## src/design/video_pkg.sv

```systemverilog
`default_nettype none

package video_pkg;

    typedef logic [15:0] word_t;            // memory or register data word
    typedef logic [15:0] addr_t;            // video-RAM word address
    typedef logic [7:0]  color_t;           // palette index
    typedef logic [10:0] hres_t;            // horizontal counter
    typedef logic [10:0] vres_t;            // vertical counter
    typedef logic [4:0]  reg_num_t;         // config register number
    typedef logic [3:0]  intr_t;            // interrupt pulse bits

    // one pixel clock worth of raster timing
    typedef struct packed {
        hres_t  h_count;
        vres_t  v_count;
        logic   h_visible;
        logic   v_visible;
        logic   hsync;
        logic   vsync;
        logic   end_of_line;                // last pixel clock of any line
        logic   end_of_frame;               // last pixel clock of the frame
        logic   end_of_visible;             // last visible pixel of the frame
    } timing_beat_t;

    // playfield and window configuration
    typedef struct packed {
        color_t border;
        color_t colorbase;                  // XOR'd with each data byte
        logic   blank;
        addr_t  start_addr;
        word_t  line_len;                   // words added to line address per line
        hres_t  vid_left;
        hres_t  vid_right;
    } pf_cfg_t;

    typedef struct packed {
        timing_beat_t beat;
        logic         fetched;              // vram read issued for this pixel
        logic         low_byte;             // odd pixel of the pair
    } fetch_beat_t;

    localparam reg_num_t XR_VID_CTRL     = 5'd0;
    localparam reg_num_t XR_VID_LEFT     = 5'd4;
    localparam reg_num_t XR_VID_RIGHT    = 5'd5;
    localparam reg_num_t XR_SCANLINE     = 5'd8;
    localparam reg_num_t XR_VID_HSIZE    = 5'd10;
    localparam reg_num_t XR_VID_VSIZE    = 5'd11;
    localparam reg_num_t XR_PA_GFX_CTRL  = 5'd16;
    localparam reg_num_t XR_PA_DISP_ADDR = 5'd18;
    localparam reg_num_t XR_PA_LINE_LEN  = 5'd19;

    localparam int     VSYNC_INTR   = 3;
    localparam color_t BORDER_RESET = 8'h08;    // dark grey, shows the display is alive

endpackage

`default_nettype wire

```

## src/design/video_fetch.sv

```systemverilog
`default_nettype none
`timescale 1ns/1ps

module video_fetch (
    input  wire logic                    clk,
    input  wire logic                    reset_i,
    input  wire video_pkg::timing_beat_t beat_i,
    input  wire video_pkg::pf_cfg_t      cfg_i,
    output logic                         vram_sel_o,
    output video_pkg::addr_t             vram_addr_o,
    output video_pkg::fetch_beat_t       fbeat_o
);

    video_pkg::addr_t line_addr;            // first word of the current display line

    // one word per pixel pair, read on the even pixel
    always_comb begin
        vram_sel_o  = beat_i.h_visible && beat_i.v_visible &&
                      !beat_i.h_count[0] && !cfg_i.blank;
        vram_addr_o = line_addr + video_pkg::addr_t'(beat_i.h_count >> 1);
    end

    always_ff @(posedge clk) begin
        if (reset_i) begin
            line_addr <= '0;
        end else if (beat_i.end_of_frame) begin
            line_addr <= cfg_i.start_addr;  // next frame starts over
        end else if (beat_i.end_of_line && beat_i.v_visible) begin
            line_addr <= line_addr + cfg_i.line_len;
        end
    end

    always_ff @(posedge clk) begin
        if (reset_i) begin
            fbeat_o <= '0;                  // keeps video outputs dark after reset
        end else begin
            fbeat_o.beat     <= beat_i;
            fbeat_o.fetched  <= vram_sel_o;
            fbeat_o.low_byte <= beat_i.h_count[0];
        end
    end

endmodule

`default_nettype wire

```

## src/design/video_gen.sv

```systemverilog
`default_nettype none
`timescale 1ns/1ps

module video_gen #(
    parameter int H_VISIBLE = 640,
    parameter int H_FRONT   = 16,
    parameter int H_SYNC    = 96,
    parameter int H_BACK    = 48,
    parameter int V_VISIBLE = 480,
    parameter int V_FRONT   = 10,
    parameter int V_SYNC    = 2,
    parameter int V_BACK    = 33
) (
    input  wire logic                clk,
    input  wire logic                reset_i,
    input  wire logic                reg_wr_i,       // register write strobe
    input  wire video_pkg::reg_num_t reg_num_i,
    input  wire video_pkg::word_t    reg_data_i,
    output video_pkg::word_t         reg_data_o,
    output video_pkg::intr_t         intr_o,
    output logic                     vram_sel_o,
    output video_pkg::addr_t         vram_addr_o,
    input  wire video_pkg::word_t    vram_data_i,    // one cycle after vram_sel_o
    output logic                     hsync_o,
    output logic                     vsync_o,
    output logic                     dv_de_o,
    output video_pkg::color_t        color_index_o
);

    video_pkg::timing_beat_t beat;
    video_pkg::fetch_beat_t  fbeat;
    video_pkg::pf_cfg_t      cfg;

    video_timing #(
        .H_VISIBLE (H_VISIBLE),
        .H_FRONT   (H_FRONT),
        .H_SYNC    (H_SYNC),
        .H_BACK    (H_BACK),
        .V_VISIBLE (V_VISIBLE),
        .V_FRONT   (V_FRONT),
        .V_SYNC    (V_SYNC),
        .V_BACK    (V_BACK)
    ) u_timing (
        .clk     (clk),
        .reset_i (reset_i),
        .beat_o  (beat)
    );

    video_regs #(
        .H_VISIBLE (H_VISIBLE),
        .V_VISIBLE (V_VISIBLE)
    ) u_regs (
        .clk        (clk),
        .reset_i    (reset_i),
        .reg_wr_i   (reg_wr_i),
        .reg_num_i  (reg_num_i),
        .reg_data_i (reg_data_i),
        .beat_i     (beat),
        .reg_data_o (reg_data_o),
        .intr_o     (intr_o),
        .cfg_o      (cfg)
    );

    video_fetch u_fetch (
        .clk         (clk),
        .reset_i     (reset_i),
        .beat_i      (beat),
        .cfg_i       (cfg),
        .vram_sel_o  (vram_sel_o),
        .vram_addr_o (vram_addr_o),
        .fbeat_o     (fbeat)
    );

    video_pixel u_pixel (
        .clk           (clk),
        .reset_i       (reset_i),
        .fbeat_i       (fbeat),
        .cfg_i         (cfg),
        .vram_data_i   (vram_data_i),
        .hsync_o       (hsync_o),
        .vsync_o       (vsync_o),
        .dv_de_o       (dv_de_o),
        .color_index_o (color_index_o)
    );

endmodule

`default_nettype wire

```

## src/design/video_pixel.sv

```systemverilog
`default_nettype none
`timescale 1ns/1ps

module video_pixel (
    input  wire logic                   clk,
    input  wire logic                   reset_i,
    input  wire video_pkg::fetch_beat_t fbeat_i,
    input  wire video_pkg::pf_cfg_t     cfg_i,
    input  wire video_pkg::word_t       vram_data_i,
    output logic                        hsync_o,
    output logic                        vsync_o,
    output logic                        dv_de_o,
    output video_pkg::color_t           color_index_o
);

    video_pkg::word_t  word_q;              // word kept for the odd pixel
    video_pkg::color_t data_byte;
    video_pkg::color_t color;
    logic              active;
    logic              in_window;

    always_comb begin
        active    = fbeat_i.beat.h_visible && fbeat_i.beat.v_visible;
        in_window = (fbeat_i.beat.h_count >= cfg_i.vid_left) &&
                    (fbeat_i.beat.h_count <  cfg_i.vid_right);
        data_byte = fbeat_i.low_byte ? word_q[7:0] : vram_data_i[15:8];
        if (!active) begin
            color = '0;
        end else if (cfg_i.blank || !in_window) begin
            color = cfg_i.border;
        end else begin
            color = data_byte ^ cfg_i.colorbase;
        end
    end

    always_ff @(posedge clk) begin
        if (fbeat_i.fetched) begin
            word_q <= vram_data_i;          // read data is valid the cycle after the select
        end
    end

    always_ff @(posedge clk) begin
        if (reset_i) begin
            hsync_o       <= 1'b0;
            vsync_o       <= 1'b0;
            dv_de_o       <= 1'b0;
            color_index_o <= '0;
        end else begin
            hsync_o       <= fbeat_i.beat.hsync;
            vsync_o       <= fbeat_i.beat.vsync;
            dv_de_o       <= active;
            color_index_o <= color;
        end
    end

endmodule

`default_nettype wire

```

## src/design/video_regs.sv

```systemverilog
`default_nettype none
`timescale 1ns/1ps

module video_regs #(
    parameter int H_VISIBLE = 640,
    parameter int V_VISIBLE = 480
) (
    input  wire logic                    clk,
    input  wire logic                    reset_i,
    input  wire logic                    reg_wr_i,
    input  wire video_pkg::reg_num_t     reg_num_i,
    input  wire video_pkg::word_t        reg_data_i,
    input  wire video_pkg::timing_beat_t beat_i,
    output video_pkg::word_t             reg_data_o,
    output video_pkg::intr_t             intr_o,
    output video_pkg::pf_cfg_t           cfg_o
);

    video_pkg::word_t rd_data;

    // register writes and interrupt pulses
    always_ff @(posedge clk) begin
        if (reset_i) begin
            cfg_o.border     <= video_pkg::BORDER_RESET;
            cfg_o.colorbase  <= '0;
            cfg_o.blank      <= 1'b1;                    // playfield starts blanked
            cfg_o.start_addr <= '0;
            cfg_o.line_len   <= video_pkg::word_t'(H_VISIBLE / 2);
            cfg_o.vid_left   <= '0;
            cfg_o.vid_right  <= video_pkg::hres_t'(H_VISIBLE);
            intr_o           <= '0;
        end else begin
            intr_o <= '0;                                // pulses last one cycle
            if (reg_wr_i) begin
                case (reg_num_i)
                    video_pkg::XR_VID_CTRL: begin
                        cfg_o.border <= reg_data_i[15:8];
                        intr_o       <= reg_data_i[3:0]; // request bits, not stored
                    end
                    video_pkg::XR_VID_LEFT: begin
                        cfg_o.vid_left <= reg_data_i[10:0];
                    end
                    video_pkg::XR_VID_RIGHT: begin
                        cfg_o.vid_right <= reg_data_i[10:0];
                    end
                    video_pkg::XR_PA_GFX_CTRL: begin
                        cfg_o.colorbase <= reg_data_i[15:8];
                        cfg_o.blank     <= reg_data_i[7];
                    end
                    video_pkg::XR_PA_DISP_ADDR: begin
                        cfg_o.start_addr <= reg_data_i;
                    end
                    video_pkg::XR_PA_LINE_LEN: begin
                        cfg_o.line_len <= reg_data_i;
                    end
                    default: begin
                    end
                endcase
            end
            if (beat_i.end_of_visible) begin
                intr_o[video_pkg::VSYNC_INTR] <= 1'b1;  // vertical blank starts next line
            end
        end
    end

    // read-back mux
    always_comb begin
        case (reg_num_i)
            video_pkg::XR_VID_CTRL:     rd_data = {cfg_o.border, 8'h00};
            video_pkg::XR_VID_LEFT:     rd_data = 16'(cfg_o.vid_left);
            video_pkg::XR_VID_RIGHT:    rd_data = 16'(cfg_o.vid_right);
            video_pkg::XR_SCANLINE:     rd_data = 16'(beat_i.v_count);
            video_pkg::XR_VID_HSIZE:    rd_data = 16'(H_VISIBLE);
            video_pkg::XR_VID_VSIZE:    rd_data = 16'(V_VISIBLE);
            video_pkg::XR_PA_GFX_CTRL:  rd_data = {cfg_o.colorbase, cfg_o.blank, 7'b0};
            video_pkg::XR_PA_DISP_ADDR: rd_data = cfg_o.start_addr;
            video_pkg::XR_PA_LINE_LEN:  rd_data = cfg_o.line_len;
            default:                    rd_data = '0;
        endcase
    end

    always_ff @(posedge clk) begin
        reg_data_o <= rd_data;              // data one cycle after the number
    end

endmodule

`default_nettype wire

```

## src/design/video_timing.sv

```systemverilog
`default_nettype none
`timescale 1ns/1ps

module video_timing #(
    parameter int H_VISIBLE = 640,
    parameter int H_FRONT   = 16,
    parameter int H_SYNC    = 96,
    parameter int H_BACK    = 48,
    parameter int V_VISIBLE = 480,
    parameter int V_FRONT   = 10,
    parameter int V_SYNC    = 2,
    parameter int V_BACK    = 33
) (
    input  wire logic                  clk,
    input  wire logic                  reset_i,
    output video_pkg::timing_beat_t    beat_o
);

    localparam int H_TOTAL = H_VISIBLE + H_FRONT + H_SYNC + H_BACK;
    localparam int V_TOTAL = V_VISIBLE + V_FRONT + V_SYNC + V_BACK;
    localparam int H_SYNC_START = H_VISIBLE + H_FRONT;
    localparam int V_SYNC_START = V_VISIBLE + V_FRONT;

    video_pkg::hres_t h_next;
    video_pkg::vres_t v_next;

    // flags for a counter position, so they are registered together with the counts
    function automatic video_pkg::timing_beat_t decode(input video_pkg::hres_t h,
                                                       input video_pkg::vres_t v);
        video_pkg::timing_beat_t b;
        logic eol;
        eol              = (h == video_pkg::hres_t'(H_TOTAL - 1));
        b.h_count        = h;
        b.v_count        = v;
        b.h_visible      = (h < video_pkg::hres_t'(H_VISIBLE));
        b.v_visible      = (v < video_pkg::vres_t'(V_VISIBLE));
        b.hsync          = (h >= video_pkg::hres_t'(H_SYNC_START)) &&
                           (h <  video_pkg::hres_t'(H_SYNC_START + H_SYNC));
        b.vsync          = (v >= video_pkg::vres_t'(V_SYNC_START)) &&
                           (v <  video_pkg::vres_t'(V_SYNC_START + V_SYNC));
        b.end_of_line    = eol;
        b.end_of_frame   = eol && (v == video_pkg::vres_t'(V_TOTAL - 1));
        b.end_of_visible = (h == video_pkg::hres_t'(H_VISIBLE - 1)) &&
                           (v == video_pkg::vres_t'(V_VISIBLE - 1));
        return b;
    endfunction

    always_comb begin
        h_next = beat_o.h_count + 1'b1;
        v_next = beat_o.v_count;
        if (beat_o.end_of_line) begin
            h_next = '0;
            v_next = beat_o.v_count + 1'b1;
            if (beat_o.end_of_frame) begin
                v_next = '0;                // wrap at V_TOTAL
            end
        end
    end

    always_ff @(posedge clk) begin
        if (reset_i) begin
            beat_o <= decode('0, '0);       // first beat after reset is h=0, v=0
        end else begin
            beat_o <= decode(h_next, v_next);
        end
    end

endmodule

`default_nettype wire

```

## config.mk

```make
export PLATFORM = sky130hd
export DESIGN_NAME = video_gen
export DESIGN_NICKNAME = d
export VERILOG_FILES = /design/src/design/video_pkg.sv /design/src/design/video_fetch.sv /design/src/design/video_gen.sv /design/src/design/video_pixel.sv /design/src/design/video_regs.sv /design/src/design/video_timing.sv
export SDC_FILE = /design/constraint.sdc
export NUM_CORES = 1
export LEC_CHECK = 0
export BUFFER_PORTS_ARGS = -buffer_cell sky130_fd_sc_hd__buf_4
export CELL_PAD_IN_SITES_DETAIL_PLACEMENT = 1
export CELL_PAD_IN_SITES_GLOBAL_PLACEMENT = 1
export CORE_UTILIZATION = 48
export CTS_CLUSTER_SIZE = 25
export DETAILED_ROUTE_END_ITERATION = 10
export PLACE_DENSITY_LB_ADDON = 0.15
export SETUP_SLACK_MARGIN = 0.5
export SKIP_CTS_REPAIR_TIMING = 1
export SYNTH_ARGS = -nofsm -noshare
export SYNTH_HDL_FRONTEND = slang
export SYNTH_SLANG_ARGS = --single-unit
```

## constraint.sdc

```tcl
create_clock -name clk -period 3.76 [get_ports clk]
set_clock_uncertainty 0.05 [all_clocks]
set_input_delay 0.752 -clock clk [delete_from_list [all_inputs] [get_ports clk]]
set_output_delay 0.752 -clock clk [all_outputs]
set_load 0.005 [all_outputs]
```

-- Yosys cells after proc, flatten, opt, wreduce, memory -nomap -nowiden
Cells that the tools add are included.
- register bits: 172
- word-level logic and storage cells: 95
- bits of input ports: 40
- output and inout port bits: 48
- equal/unequal tests: 12
- bitwise operators: 4
- mux-type cells: 11
- $add $sub $neg: 4
- reductions and logical operators: 24
- $lt $le $gt $ge: 8
- operators with widths (operator ; count):
    $pmux 16 s9 ; 1
    $eq 11x10->1 const B ; 3
    $mux 11 ; 3
    $mux 16 ; 2
    $add 11x1->11 const B ; 2
    $lt 11x10->1 const B ; 2
    $lt 11x9->1 const B ; 2
    $add 16x10->16 ; 1
    $add 16x16->16 ; 1
    $mux 8 ; 2
    $eq 5x4->1 const B ; 3
    $eq 5x5->1 const B ; 3
    $reduce_and 2->1 ; 6
    $eq 11x9->1 const B ; 1
    $ge 11x10->1 const B ; 1
    $ge 11x11->1 ; 1
    $ge 11x9->1 const B ; 1
    $lt 11x11->1 ; 1
    $eq 5x3->1 const B ; 2
    $logic_and 1x1->1 ; 10
    $mux 4 ; 2
    $xor 8x8->8 ; 1
    $logic_not 5->1 ; 1
    $logic_not 1->1 ; 3
    other kinds (6) ; 8

-- Longest topological paths before layout
Gate-level depths: netlist of the first run.
- depth after elaboration: 5
- depth in mapped cells: 9

-- Cells and area by module
Synthesis of the first run repeated with hierarchy kept, for this count alone.
- cell total of the unflattened synthesis: 1142
- area total of the unflattened synthesis: 9691.8 µm²
- by module, submodules not included (module ; times used ; cells an instance ; sequential area each (µm²) ; area an instance (µm²)):
    video_regs ; 1 ; 441 ; 1821.7 ; 3697.3
    video_fetch ; 1 ; 358 ; 920.9 ; 2982.9
    video_timing ; 1 ; 202 ; 580.6 ; 1686.6
    video_pixel ; 1 ; 141 ; 460.4 ; 1325.0

-- Least setup slack after synthesis of the first run
No wires, ideal clock.
- kind: reg2out
- start point: reg u_timing.beat_o[20] (netlist bit)
- end point: out vram_addr_o[12]
- arrival: 1.994 ns
- stages on the path, launching flop included: 10
- setup slack: 0.964 ns
- required time: 2.958 ns
- cells stage by stage: dfxtp_1 buf_4 inv_1 fa_1 nor2b_1 o21ai_0 a21boi_0 o2111ai_1 a21oi_1 xor2_1
- longest elaborated chain between the ends: 1
- ends and longest elaborated chain (element ; line ; text):
    start: declaration ; video_timing.sv:16 ; output video_pkg::timing_beat_t beat_o
    start signal: assignment ; video_timing.sv:62 ; beat_o <= decode('0, '0);
    start signal: assignment ; video_timing.sv:64 ; beat_o <= decode(h_next, v_next);
    $add 16x10->16 ; video_fetch.sv:20 ; vram_addr_o = line_addr + video_pkg::addr_t'(beat_i.h_count >> 1);
    end: declaration ; video_gen.sv:22 ; output video_pkg::addr_t vram_addr_o,
No other way between the ends.

-- Worst setup path in the final report of the first run
- start point: reg u_timing.beat_o[19] (netlist bit)
- end point: out vram_addr_o[12]
Same word-level chain as after synthesis.

==> results_dict.tcl, run 1 <==
set metrics [dict create \
    end_kind "output port" \
    drc 0 \
    dieArea_mm2 0.01879 \
    clk_latency_ns 0.44 \
    synth_ff_type "dfxtp_1" \
    syn_nets 1150 \
    synth-async-reset-ratio_pct 0 \
    coreArea_mm2 0.01790 \
    period_needed_ns 3.281 \
    syn_inst 1060 \
    status "complete, no violations" \
    rsz0062_at_grt "yes" \
    grt_pass1_wl_um 43780 \
    gr-total-overflow 0 \
    start_util_pct 48.93 \
    power.switching_uw 917.3 \
    power_mw 3.858 \
    fin_crit_sh_pct 87.25 \
    yosysSeqAreaShare_pct 39.99 \
    synth.area.top_cells "dfxtp_1 37%, nand2_1 7.6%, ha_1 6.9%, a21oi_1 6.3%, nand3_1 3.2%" \
    clkTransAtPathRegs_ns 0.07 \
    ant_nets 0 \
    required_ns 2.96 \
    synthDistinctLibCells 67 \
    share_seq_of_total_power_pct 48.2 \
    arrival_ns 2.48 \
    synth.top_cell.area_share_pct 37.25 \
    finalNetCount 1215 \
    place.gp.congestion 0.8167 \
    clock_path_buffers 2 \
    synth_edf_count 8 \
    dr.pass1.iters 6 \
    setup_tns_ns 0 \
    p_int_mw 2.940 \
    criticalPathCategory "reg2out" \
    vias 8185 \
    root_buffer "clkbuf_16" \
    avgViaCountPerCell 5.988 \
    finalHoldViolCount 0 \
    final_layout_size_suffix_gt1_share_pct 14.67 \
    yosys.area.top_type "dfxtp_1" \
    area_growth_pct 17.23 \
    regArea_mm2 0.003516 \
    grt_pass1_vias 7990 \
    syn_area_mm2 0.008760 \
    cts_tree "yes" \
    num_rows 49 \
    clock.fmax_mhz 304.8 \
    switching_share_pct 23.78 \
    synth-seq-cells 171 \
    hold_slack_ns 0.3904 \
    critPathLaunchType "flip-flop" \
    crit_fanout 4 \
    nFillCells 2163 \
    hold_path_class "reg2reg" \
    powerDensity_mw_per_mm2 375.7 \
    slew-limit-headroom_pct 48.98 \
    hpwl_um 20200 \
    pwr-share-clk_pct 46.6 \
    drv_cap 0 \
    chipWidth_um 137.1 \
    antenna_found_initial 0 \
    ir_worst_vdd_mv 0.3077 \
    multiInputGateArea_mm2 0.004927 \
    antenna_cells 0 \
    grt_max_degree 47 \
    p_leak_nw 3.991 \
    yosys_warnings 0 \
    io_buffer_count 87 \
    place_inst 1332 \
    drtIter0Drc 583 \
    cts_max_level 4 \
    drt-total-wl_um 28330 \
    ios 88 \
    die_h_um 137.1 \
    grt_use_total_pct 30.78 \
    stdcell_count 1367 \
    p_comb_share_pct 5.1 \
    drv_slew 0 \
    synth_area_per_cell_um2 8.264 \
    setup_viol 0 \
    tightest_slew_ns 0.7642 \
    clock-sinks 171 \
    wl_per_cell_um 20.72 \
    numCtsBuffers 17 \
]
kinds of logic (layout without fill, tap and decap cells):
family,Yosys count,in the layout,share of synthesized area (%)
and+or+nand+nor,414,414,22.48
AOI/OAI and AO/OA,262,262,19.13
DFF,171,171,39.99
muxes,21,21,2.428
xor gates and xnor gates,40,40,3.999
adders and majority gates,50,50,7.313
buffers and inverters,102,180,4.656
layout by cell type, fill, tap and decap left out, types with 5 or more instances in the layout:
master	n
a21o_1	12
edfxtp_1	8
a211o_1	5
o21ai_1	10
a221oi_1	7
a222oi_1	7
inv_1	42
and3_1	10
xor2_1	16
nor2b_1	26
nor2_1	57
nand3_1	56
a21boi_1	8
nand2_1	178
o2111ai_1	6
a21oi_2	5
or3_1	6
a22oi_1	21
nor3_1	25
o21a_1	7
a21oi_1	109
and2_1	8
nand4_1	8
o211ai_1	7
nand3b_1	7
dfxtp_1	157
nand2b_1	8
mux2i_1	19
xnor2_1	24
clkbuf_16	18
a211oi_1	7
ha_1	47
buf_4	104
o21ai_0	26
worst max-delay path, cell delays in order (launching register included):
cell	delay, ns
dfxtp_4	0.37
ha_4	0.13
inv_2	0.04
fa_2	0.39
nor2b_2	0.13
o21ai_2	0.10
a21boi_4	0.22
o2111ai_4	0.19
a21oi_2	0.18
xor2_1	0.17
buf_4	0.13
registers in the layout, summed over array words and instances (netlist names):
register               flops
u_pixel.color_index_o      8
u_pixel.vsync_o            1
u_pixel.dv_de_o            1
u_fetch.fbeat_o           16
u_timing.beat_o           29
u_regs.cfg_o              71
u_regs.intr_o              4
u_pixel.hsync_o            1
u_fetch.line_addr         16
u_pixel.word_q             8
u_regs.reg_data_o         16
cell usage after synthesis, types with 4 or more instances:
master and instances:
nor3_1 26, a211o_1 5, o211ai_1 7, inv_1 43
o21ai_1 10, nor3b_1 4, a22oi_1 21, mux2i_1 19
xor2_1 16, xnor2_1 24, or3_1 6, nand3_1 56
a21boi_1 8, and3_1 10, nand2b_1 8, nand4_1 8
o2111ai_1 7, nor2b_1 27, a222oi_1 7, a21o_1 12
o21a_1 7, dfxtp_1 163, a21oi_1 111, edfxtp_1 8
clkbuf_1 45, a211oi_1 7, and2_1 8, buf_4 5
nor2_1 58, a221oi_1 7, buf_2 5, ha_1 48
o21ai_0 28, nand3b_1 7, nand2_1 178
cell type report:
class	instances	area share, %
flip-flops and latches	171	34.24
well taps	229	2.790
clock inverters	12	1.316
inverters	44	1.608
clock buffers	20	4.460
repair buffers	104	7.603
multi-input cells	787	47.98
path summary, 6_finish.rpt:
check	start	to	slack [ns]	depth (start not counted)
min	u_fetch.fbeat_o[5]	u_pixel.vsync_o	0.39	1
max reg2reg	u_timing.beat_o[2]	u_timing.beat_o[3]	1.07	6
max	u_timing.beat_o[19]	vram_addr_o[12]	0.48	10
min reg2reg	u_fetch.fbeat_o[5]	u_pixel.vsync_o	0.39	1
per-layer routing:
| layer | part of all wire (%) | track usage [%] | vias up | routed length [um] |
|---|---|---|---|---|
| met5 | 0 | 0 | - | 0 |
| met4 | 2.1 | 9.707 | 0 | 605 |
| met3 | 6.0 | 4.444 | 40 | 1702 |
| met2 | 46 | 49.02 | 262 | 13100 |
| met1 | 46 | 42.67 | 4001 | 12920 |
| li1 | - | - | 3882 | - |
metrics by stage:
step                utilization [%]  setup slack, ns  area, um^2
floorplan                         -           0.9636        8760
global placement              53.47           0.5162        9573
detailed placement            53.47           0.3783        9573
CTS                           56.79          -0.1005       10170
global route                  57.36           0.3695       10270
finish                        57.36           0.4793       10270
power groups by stage:
stage	combinational, mW	clock [mW]	sequential (mW)
4_1_cts	0.196	1.80	1.86
5_1_grt	0.213	1.87	1.86
3_5_place_dp	0.193	0	1.90
3_3_place_gp	0.189	0	1.90
2_1_floorplan	0.104	0	1.89
6_report	0.198	1.80	1.86
(Power assumes the default switching activity.)
==> run 2: changes to the inputs <==
Settings changed: PLACE_DENSITY from default to 0.85, PLACE_DENSITY_LB_ADDON 0.15 to default, SETUP_SLACK_MARGIN 0.5 to 0.02.
==> run 2 against run 1 <==
  * Combinational power about the same
  * Final area down 0.79%
  * Power down 0.20%
  * Die area unchanged
  * Non-clock buffer count down 3
  * Global-route usage up 1.0 points
  * Clock power about the same
  * Sequential share of layout area up 0.17 points
==> results_dict.tcl, run 2 (synthesis gave the netlist of run 1 again) <==
set metrics [dict create \
    status "complete, no violations" \
    required_ns 2.96 \
    gr-total-overflow 0 \
    grt_pass1_wl_um 45030 \
    r2r-start "u_timing.beat_o[2]" \
    powerDensity_mw_per_mm2 377.9 \
    crit_path_end "vram_addr_o[12]" \
    final_common_cell "nand2_1" \
    power_mw 3.850 \
    tightest_slew_ns 0.8379 \
    slowest_delay_ns 0.40 \
    grt_max_degree 99 \
    crit_fanout 4 \
    num_rows 49 \
    cpLargestDelayFamily "compound AO/OA/AOI/OAI gates" \
    regMostFlops "u_regs.cfg_o" \
    finalNetCount 1212 \
    wl_per_cell_um 21.25 \
    avgViaCountPerCell 6.089 \
    area_growth_pct 16.30 \
    grt_use_total_pct 31.77 \
    start_util_pct 48.93 \
    arrival_ns 2.64 \
    die_h_um 137.1 \
    p_leak_nw 3.971 \
    setup_viol 0 \
    mostFrequentLayoutCells "178 x nand2_1, 161 x dfxtp_1, 109 x a21oi_1" \
    clock_path_buffers 2 \
    io_buffer_count 87 \
    clk_latency_ns 0.44 \
    end_kind "output port" \
    ant_nets 0 \
    reg2reg_depth 6 \
    final_layout_size_suffix_gt1_share_pct 13.39 \
    vias 8305 \
    startpoint "u_fetch.line_addr[0]" \
    dr.pass1.iters 9 \
    critPathBufInv 3 \
    numCtsBuffers 17 \
    criticalPathCategory "reg2out" \
    hold_path_class "reg2reg" \
    setup_tns_ns 0 \
    slew-limit-headroom_pct 44.06 \
    ir_worst_vdd_mv 0.3643 \
    dieArea_mm2 0.01879 \
    hpwl_um 20010 \
    cp_cell_sequence "ha_1, inv_1, fa_1, nor2b_1, o21ai_0, a21boi_1, buf_4, o2111ai_2, a21oi_2, xor2_1, buf_4" \
    cts_max_level 4 \
    drt-total-wl_um 28990 \
    nFillCells 2170 \
    grt_pass1_vias 8126 \
    critical_path.slowest_cell "fa_1" \
    ios 88 \
    rsz0062_at_grt "no" \
    cts_tree "yes" \
    drc 0 \
    period_needed_ns 3.438 \
    drtIter0Drc 626 \
    drv_cap 0 \
    crit_top_cell "buf_4" \
    root_buffer "clkbuf_16" \
    clock.fmax_mhz 290.9 \
    finalHoldViolCount 0 \
    clkTransAtPathRegs_ns 0.07 \
    coreArea_mm2 0.01790 \
    worstHoldStart "u_timing.beat_o[4]" \
    antenna_found_initial 0 \
    clock-sinks 171 \
    reg2reg_slack_ns 1.10 \
    chipWidth_um 137.1 \
    fin_crit_sh_pct 91.43 \
    path_depth 11 \
    largest_register_ffs 71 \
    place.gp.congestion 0.8547 \
    antenna_cells 0 \
    drv_slew 0 \
    critPathLaunchType "flip-flop" \
    reg2reg_to "u_timing.beat_o[3]" \
    reg_top3 "u_regs.cfg_o (71), u_timing.beat_o (29)" \
]
==> run 2: cell count changes in the layout (fill, tap and decap cells not counted), moves of 2 or more <==
cell,delta
buf_4,-4
dfxtp_1,+4
o21ai_0,+2
dfxtp_4,-2
o21ai_2,-2
dfxtp_2,-2
==> run 2: worst min-delay path by stage <==
stage	endpoint	slack, ns	depth (start not counted)
3_5_place_dp	u_pixel.hsync_o	0.38	1
5_1_grt	u_fetch.fbeat_o[6]	0.41	1
6_report	u_fetch.fbeat_o[6]	0.39	1
2_1_floorplan	u_regs.intr_o[3]	0.36	2
4_1_cts	u_fetch.fbeat_o[6]	0.40	1
3_3_place_gp	u_pixel.vsync_o	0.36	1
==> run 2: cell type report <==
| class | instances | area [um^2] | share of cell area [%] |
|---|---|---|---|
| clock buffers | 19 | 442.9 | 4.348 |
| clock inverters | 13 | 142.6 | 1.400 |
| inverters | 44 | 165.2 | 1.621 |
| multi-input cells | 787 | 4873 | 47.84 |
| flip-flops and latches | 171 | 3506 | 34.41 |
| well taps | 229 | 286.5 | 2.813 |
| repair buffers | 101 | 770.7 | 7.566 |
==> run 2: worst register-to-register path: cells and delay by family (launching register included) <==
family,cells,cell delay [ns]
and+or+nand+nor,5,1.47
DFF,1,0.87
AOI/OAI and AO/OA,1,0.20
==> run 2: through the flow <==
| step | setup slack (ns) | instances | util, % | instance area [um^2] | hold slack, ns |
|---|---|---|---|---|---|
| 5_1_grt | 0.04207 | 1364 | 56.91 | 10190 | 0.4068 |
| 6_report | 0.3224 | 1364 | 56.91 | 10190 | 0.3873 |
| 4_1_cts | 0.1486 | 1364 | 56.81 | 10170 | 0.3977 |
| 3_5_place_dp | 0.6343 | 1332 | 53.54 | 9585 | 0.3762 |
| 3_3_place_gp | 0.7041 | 1332 | 53.54 | 9585 | 0.3641 |
| 2_1_floorplan | 0.9636 | 1060 | - | 8760 | 0.3630 |
==> run 2: report_power, final <==
part	total, mW	internal, mW	switching [mW]
combinational	0.201	0.0756	0.125
sequential	1.86	1.84	0.0213
clock	1.79	1.00	0.786
total	3.85	2.92	0.933
==> run 2: per-layer routing <==
metal | global-route usage (%) | up-vias | part of all wire (%)
li1 | - | 3858 | -
met4 | 13.13 | 0 | 3.0
met3 | 4.815 | 60 | 5.4
met5 | 0 | - | 0
met1 | 42.65 | 4095 | 45
met2 | 50.67 | 292 | 47
